==> src/hdl/axil_pkg.sv <==
package axil_pkg;

  // Channel widths carried by the structs below
  parameter int AXIL_ADDR_WIDTH = 20;
  parameter int AXIL_DATA_WIDTH = 16;
  parameter int AXIL_STRB_WIDTH = AXIL_DATA_WIDTH / 8;

  typedef enum logic [1:0] {
    OKAY   = 2'b00,
    SLVERR = 2'b10
  } axil_resp_e;

  // Everything the manager drives
  typedef struct packed {
    // Write address
    logic [AXIL_ADDR_WIDTH-1:0] awaddr;
    logic                       awvalid;
    // Write data
    logic [AXIL_DATA_WIDTH-1:0] wdata;
    logic [AXIL_STRB_WIDTH-1:0] wstrb;
    logic                       wvalid;
    // Write response
    logic                       bready;
    // Read address
    logic [AXIL_ADDR_WIDTH-1:0] araddr;
    logic                       arvalid;
    // Read data
    logic                       rready;
  } axil_req_t;

  // Everything the subordinate drives
  typedef struct packed {
    logic                       awready;
    logic                       wready;
    axil_resp_e                 bresp;
    logic                       bvalid;
    logic                       arready;
    logic [AXIL_DATA_WIDTH-1:0] rdata;
    axil_resp_e                 rresp;
    logic                       rvalid;
  } axil_rsp_t;

  typedef enum logic [1:0] {
    BANK_IDLE,
    BANK_WRESP,
    BANK_RDATA
  } bank_state_e;

endpackage
==> src/hdl/axil_fabric_top.sv <==
`timescale 1ns/10ps

module axil_fabric_top #(
  parameter int BANK_WORDS = 64
) (
  input  logic                axi_clk,
  input  logic                axi_rst_n,

  input  logic                switch_sel,
  output logic                sel,

  input  axil_pkg::axil_req_t in0_req,
  output axil_pkg::axil_rsp_t in0_rsp,
  input  axil_pkg::axil_req_t in1_req,
  output axil_pkg::axil_rsp_t in1_rsp
);

  import axil_pkg::*;

  // Switch to bank links
  axil_req_t out0_req;
  axil_rsp_t out0_rsp;
  axil_req_t out1_req;
  axil_rsp_t out1_rsp;

  axil_switch_2x2 switch_2x2 (
    .axi_clk    (axi_clk),
    .axi_rst_n  (axi_rst_n),
    .switch_sel (switch_sel),
    .sel        (sel),
    .in0_req    (in0_req),
    .in0_rsp    (in0_rsp),
    .in1_req    (in1_req),
    .in1_rsp    (in1_rsp),
    .out0_req   (out0_req),
    .out0_rsp   (out0_rsp),
    .out1_req   (out1_req),
    .out1_rsp   (out1_rsp)
  );

  axil_reg_bank #(
    .WORDS (BANK_WORDS)
  ) bank0 (
    .axi_clk   (axi_clk),
    .axi_rst_n (axi_rst_n),
    .req       (out0_req),
    .rsp       (out0_rsp)
  );

  axil_reg_bank #(
    .WORDS (BANK_WORDS)
  ) bank1 (
    .axi_clk   (axi_clk),
    .axi_rst_n (axi_rst_n),
    .req       (out1_req),
    .rsp       (out1_rsp)
  );

endmodule

==> src/hdl/axil_switch_2x2.sv <==
`timescale 1ns/10ps

module axil_switch_2x2 (
  input  logic                axi_clk,
  input  logic                axi_rst_n,

  // Route control
  input  logic                switch_sel,
  output logic                sel,

  // Manager side
  input  axil_pkg::axil_req_t in0_req,
  output axil_pkg::axil_rsp_t in0_rsp,
  input  axil_pkg::axil_req_t in1_req,
  output axil_pkg::axil_rsp_t in1_rsp,

  // Subordinate side
  output axil_pkg::axil_req_t out0_req,
  input  axil_pkg::axil_rsp_t out0_rsp,
  output axil_pkg::axil_req_t out1_req,
  input  axil_pkg::axil_rsp_t out1_rsp
);

  // Route bit that flips once per switch_sel pulse
  always_ff @(posedge axi_clk) begin
    if (!axi_rst_n) begin
      sel <= 1'b0;
    end else if (switch_sel) begin
      sel <= ~sel;
    end
  end

  // Requests toward the banks
  always_comb begin
    if (!sel) begin
      out0_req = in0_req;
      out1_req = in1_req;
    end else begin
      out0_req = in1_req;
      out1_req = in0_req;
    end
  end

  // Responses back to the managers mirror the request path
  always_comb begin
    if (!sel) begin
      in0_rsp = out0_rsp;
      in1_rsp = out1_rsp;
    end else begin
      in0_rsp = out1_rsp;
      in1_rsp = out0_rsp;
    end
  end

endmodule

==> src/hdl/axil_reg_bank.sv <==
`timescale 1ns/10ps

module axil_reg_bank #(
  parameter int WORDS = 64
) (
  input  logic                axi_clk,
  input  logic                axi_rst_n,

  input  axil_pkg::axil_req_t req,
  output axil_pkg::axil_rsp_t rsp
);

  import axil_pkg::*;

  localparam int IDX_W   = (WORDS > 1) ? $clog2(WORDS) : 1;
  localparam int LSB     = $clog2(AXIL_STRB_WIDTH);
  localparam int WIDX_W  = AXIL_ADDR_WIDTH - LSB;

  bank_state_e state;

  logic                       wr_accept;
  logic                       rd_accept;
  logic [WIDX_W-1:0]          aw_idx;
  logic [WIDX_W-1:0]          ar_idx;
  logic                       aw_in_range;
  logic                       ar_in_range;

  axil_resp_e                 bresp_q;
  axil_resp_e                 rresp_q;
  logic                       rd_err_q;
  logic [AXIL_DATA_WIDTH-1:0] mem_rd_data;

  // Word index from the byte address
  assign aw_idx      = req.awaddr[AXIL_ADDR_WIDTH-1:LSB];
  assign ar_idx      = req.araddr[AXIL_ADDR_WIDTH-1:LSB];
  assign aw_in_range = (aw_idx < WORDS);
  assign ar_in_range = (ar_idx < WORDS);

  // Write needs aw and w together; it wins over a read in the same cycle
  assign wr_accept = (state == BANK_IDLE) && req.awvalid && req.wvalid;
  assign rd_accept = (state == BANK_IDLE) && req.arvalid && !(req.awvalid && req.wvalid);

  always_ff @(posedge axi_clk) begin
    if (!axi_rst_n) begin
      state <= BANK_IDLE;
    end else begin
      case (state)
        BANK_IDLE: begin
          if (wr_accept) begin
            state <= BANK_WRESP;
          end else if (rd_accept) begin
            state <= BANK_RDATA;
          end
        end
        BANK_WRESP: begin
          if (req.bready) begin
            state <= BANK_IDLE;
          end
        end
        BANK_RDATA: begin
          if (req.rready) begin
            state <= BANK_IDLE;
          end
        end
        default: begin
          state <= BANK_IDLE;
        end
      endcase
    end
  end

  // Response codes latched at acceptance and held through the response phase
  always_ff @(posedge axi_clk) begin
    if (wr_accept) begin
      bresp_q <= aw_in_range ? OKAY : SLVERR;
    end
    if (rd_accept) begin
      rresp_q  <= ar_in_range ? OKAY : SLVERR;
      rd_err_q <= !ar_in_range;
    end
  end

  axil_reg_mem #(
    .WORDS (WORDS)
  ) mem (
    .axi_clk (axi_clk),
    .wr_en   (wr_accept && aw_in_range),
    .wr_idx  (aw_idx[IDX_W-1:0]),
    .wr_data (req.wdata),
    .wr_strb (req.wstrb),
    .rd_en   (rd_accept && ar_in_range),
    .rd_idx  (ar_idx[IDX_W-1:0]),
    .rd_data (mem_rd_data)
  );

  always_comb begin
    rsp.awready = wr_accept;
    rsp.wready  = wr_accept;
    rsp.bresp   = bresp_q;
    rsp.bvalid  = (state == BANK_WRESP);
    rsp.arready = rd_accept;
    // Out of range reads return zero
    rsp.rdata   = rd_err_q ? '0 : mem_rd_data;
    rsp.rresp   = rresp_q;
    rsp.rvalid  = (state == BANK_RDATA);
  end

endmodule

==> src/hdl/axil_reg_mem.sv <==
`timescale 1ns/10ps

module axil_reg_mem #(
  parameter  int WORDS = 64,
  localparam int IDX_W = (WORDS > 1) ? $clog2(WORDS) : 1
) (
  input  logic                                 axi_clk,

  // Write port
  input  logic                                 wr_en,
  input  logic [IDX_W-1:0]                     wr_idx,
  input  logic [axil_pkg::AXIL_DATA_WIDTH-1:0] wr_data,
  input  logic [axil_pkg::AXIL_STRB_WIDTH-1:0] wr_strb,

  // Read port
  input  logic                                 rd_en,
  input  logic [IDX_W-1:0]                     rd_idx,
  output logic [axil_pkg::AXIL_DATA_WIDTH-1:0] rd_data
);

  import axil_pkg::*;

  logic [AXIL_DATA_WIDTH-1:0] mem [WORDS];

  // Each lane is written only when its strobe bit is set
  always_ff @(posedge axi_clk) begin
    if (wr_en) begin
      for (int lane = 0; lane < AXIL_STRB_WIDTH; lane++) begin
        if (wr_strb[lane]) begin
          mem[wr_idx][lane*8 +: 8] <= wr_data[lane*8 +: 8];
        end
      end
    end
  end

  // Registered read one cycle after rd_en
  always_ff @(posedge axi_clk) begin
    if (rd_en) begin
      rd_data <= mem[rd_idx];
    end
  end

endmodule

==> config.mk <==
export PLATFORM = sky130hd
export DESIGN_NAME = axil_fabric_top
export DESIGN_NICKNAME = d
export VERILOG_FILES = /design/src/hdl/axil_pkg.sv /design/src/hdl/axil_fabric_top.sv /design/src/hdl/axil_switch_2x2.sv /design/src/hdl/axil_reg_bank.sv /design/src/hdl/axil_reg_mem.sv
export SDC_FILE = /design/constraint.sdc
export NUM_CORES = 2
export LEC_CHECK = 0
export BUFFER_PORTS_ARGS = -buffer_cell sky130_fd_sc_hd__buf_2
export CORE_UTILIZATION = 40
export CTS_BUF_LIST = sky130_fd_sc_hd__clkbuf_8 sky130_fd_sc_hd__clkbuf_16
export DETAILED_ROUTE_END_ITERATION = 7
export GPL_TIMING_DRIVEN = 0
export PLACE_DENSITY_LB_ADDON = 0.12
export REMOVE_ABC_BUFFERS = 1
export SLEW_MARGIN = 10
export SYNTH_ARGS = -nofsm -noshare
export SYNTH_HDL_FRONTEND = slang
export SYNTH_SLANG_ARGS = --single-unit
==> constraint.sdc <==
create_clock -name axi_clk -period 5.7 [get_ports axi_clk]
set_input_delay 0.57 -clock axi_clk [delete_from_list [all_inputs] [get_ports axi_clk]]
set_output_delay 0.57 -clock axi_clk [all_outputs]
set_load 0.01 [all_outputs]
==> run metrics <==
gr usage total=24.68%; maximum capacitance violations=0; largest cells by area after synthesis=edfxtp_1, nand2b_1, a22oi_1; VDD IR-drop max=0.2648 mV; Fin Clk Skew=0.02465 ns; drt first pass iters=6; crit end category=flip-flop; WP data required=6.23 ns; number of H-tree levels=4; Yosys top cell area share=62.63%; hold slack=0.06178 ns; post-place setup slack=-0.09740 ns; CP max FO=60; Worst-Margin Slew=1.229 ns; startpoint types=flip-flop; sequential element share of the synthesized area=62.73%; Vias/cell=5.884; largest net degree at the start of global routing=141; Final setup violation count=0; Most used DFF post-synth=edfxtp_1; Clock Path Buffers=3; Routed Antenna Nets=0; DRT iter0 DRCs=6247; Power Density=315.4 nW/um^2; count leader, synth=edfxtp_1; layout cells sized above 1=13.91%; I/O pin count=180; DIE AREA=251800 sq um; YS warnings=0; setup TNS=0 ns; crit share post-route=94.08%; # rows=183; Synth top cells by count=edfxtp_1, nand2b_1, a22oi_1; final wirelength=316.8 mm; Yosys reg bits=2089; Die X=501.8 um; via count=68390; CTS sink cnt=2089; TritonCTS buffer count=227; Crit Path Class=reg2reg; chip height=501.8 um; # fillers=21940; antenna violations before repair=14; TritonCTS clock tree=yes; EDFF count, synth=2084; Port Buffers=171; RSZ-0062 raised after global routing=false; Final Max Slew Viols=0; Max-slew headroom=17.42%; Distinct cells, synth=63; min cycle time layout=5.363 ns; total power=35.92 mW; final worst setup slack=0.3372 ns; CP Data Arrival Time=5.90 ns; Synth area leader=edfxtp_1; Avg Cell Area, Syn=12.20 sq um; footprint of the multi-input gates=34240 sq um; CTS clk-pin slew, worst paths=0.06 ns; Synth async-reset ratio=0%; Reg area=62680 sq um; Gate Count Post-Synth=8187; synth-to-layout area growth=13.98%; maximum clock frequency=0.1865 GHz; drt drc=0; first-pass GRT wire length=459.9 mm; routed length per placed instance=27.26 um; final hold viol count=0; number of global-route vias before repair=66700; CORE AREA=248400 sq um; Post-DP Area=106800 sq um; Overflow after GRT=0; run status=finished, final reports clean; routability cong.=0.7775; HP Class=in2reg; PostCTS Resize Cnt=0; Post-DP HPWL=190.7 mm; worst skew pair latency=0.86 ns; layout net count=8237; Final Cell Area=113900 sq um; Syn Std Cell Area=99920 sq um; Root Buffer=clkbuf_16; initial core utilization=40.22%; Leak=36.41 nW
## per-layer routing
layer | vias to the layer above | routed length, um | GRT usage (%)
li1 | 31050 | - | -
met2 | 1911 | 156800 | 41.76
met3 | 453 | 15100 | 2.957
met1 | 34980 | 133000 | 32.46
met4 | 0 | 11830 | 8.907
met5 | - | 0 | 0
## through the flow
| step | std cells | util (%) |
|---|---|---|
| finish | 11620 | 45.84 |
| CTS | 11610 | 45.75 |
| global placement | 11020 | 40.83 |
| floorplan | 7523 | - |
| detailed placement | 11210 | 42.98 |
| global route | 11620 | 45.84 |
## area by class of cell
type                            count  area share (%)
Antenna cell                        8         0.01758
Multi-Input combinational cell   5158           30.06
Clock inverter                    173          0.9459
Timing Repair Buffer              356           4.272
Clock buffer                      232           5.097
Sequential cell                  2089           55.04
Tap cell                         3330           3.658
Inverter                          276          0.9096
## registers in the layout, indices dropped and copies added (netlist names)
register	flops
bank0.mem.mem	1024
bank1.mem.mem	1024
bank0.mem.rd_data	16
bank1.mem.rd_data	16
bank0.state	2
bank1.state	2
bank0.bresp_q	1
bank0.rresp_q	1
bank1.bresp_q	1
bank1.rresp_q	1
switch_2x2.sel	1
## what timing repair did
item                                   in CTS  in global routing
endpoints found under the hold margin       1                  0
hold buffers                                1                  0
setup endpoints to repair                   0                  3
setup buffers                               0                  1
## worst paths after layout
kind	from	end	slack [ns]	cells past startpoint
worst min-delay path	in1_req[0]	bank1.state[1]$_SDFFE_PN0P_	0.06	4
worst max register to register	switch_2x2.sel$_SDFFE_PN0P_	bank1.mem.rd_data[1]$_DFFE_PP_	0.34	13
worst max-delay path	switch_2x2.sel$_SDFFE_PN0P_	bank1.mem.rd_data[1]$_DFFE_PP_	0.34	13
worst min register to register	bank1.mem.mem[57][14]$_DFFE_PP_	bank1.mem.rd_data[14]$_DFFE_PP_	0.93	4
## cell usage in the layout, fill, tap and decap left out, types with 8 or more instances in the layout
master,count
buf_8,19
nor4_2,15
nor4_1,25
nand2b_1,1565
nand4_1,64
nor2_1,24
nand2_1,263
mux2i_1,49
o21ai_1,161
a221oi_1,60
a21oi_1,386
buf_2,169
nor2_2,17
clkinv_1,52
buf_16,77
clkbuf_16,232
a22oi_1,784
nand2_2,25
buf_4,15
buf_12,74
o31ai_1,64
nor3_1,90
mux2_4,32
o22ai_1,318
inv_1,337
mux2_2,13
diode_2,8
a22oi_2,118
bufinv_16,13
nor3_2,242
clkinv_2,40
o21ai_0,614
o221ai_1,128
edfxtp_1,2084
## cells by family (layout without fill, tap and decap cells)
family / after synthesis / count (layout) / share of synthesized area, %
muxes: 98 / 98 / 1.048
AOI/OAI and AO/OA: 2679 / 2679 / 17.72
DFF: 2089 / 2089 / 62.73
other: 1 / 12 / 0.003753
and+or+nand+nor: 2376 / 2376 / 13.93
xor gates and xnor gates: 1 / 1 / 0.008767
buffers and inverters: 943 / 1037 / 4.558
## critical path: stages (launching register included)
cell     delay [ns]
dfxtp_4        0.68
buf_16         0.35
buf_16         0.32
and2b_4        0.72
buf_16         0.33
buf_12         0.28
buf_12         0.24
buf_12         0.25
buf_12         0.26
o21ai_0        0.13
a22oi_1        0.25
o31ai_1        0.10
nor3_1         0.64
nor4_1         0.23
## where the power goes
group	switching (mW)	internal [mW]	total, mW
clock network	6.12	7.85	14.0
registers	0.0353	17.2	17.2
logic	3.21	1.55	4.76
No activity file was read; power rests on OpenSTA's default activity.
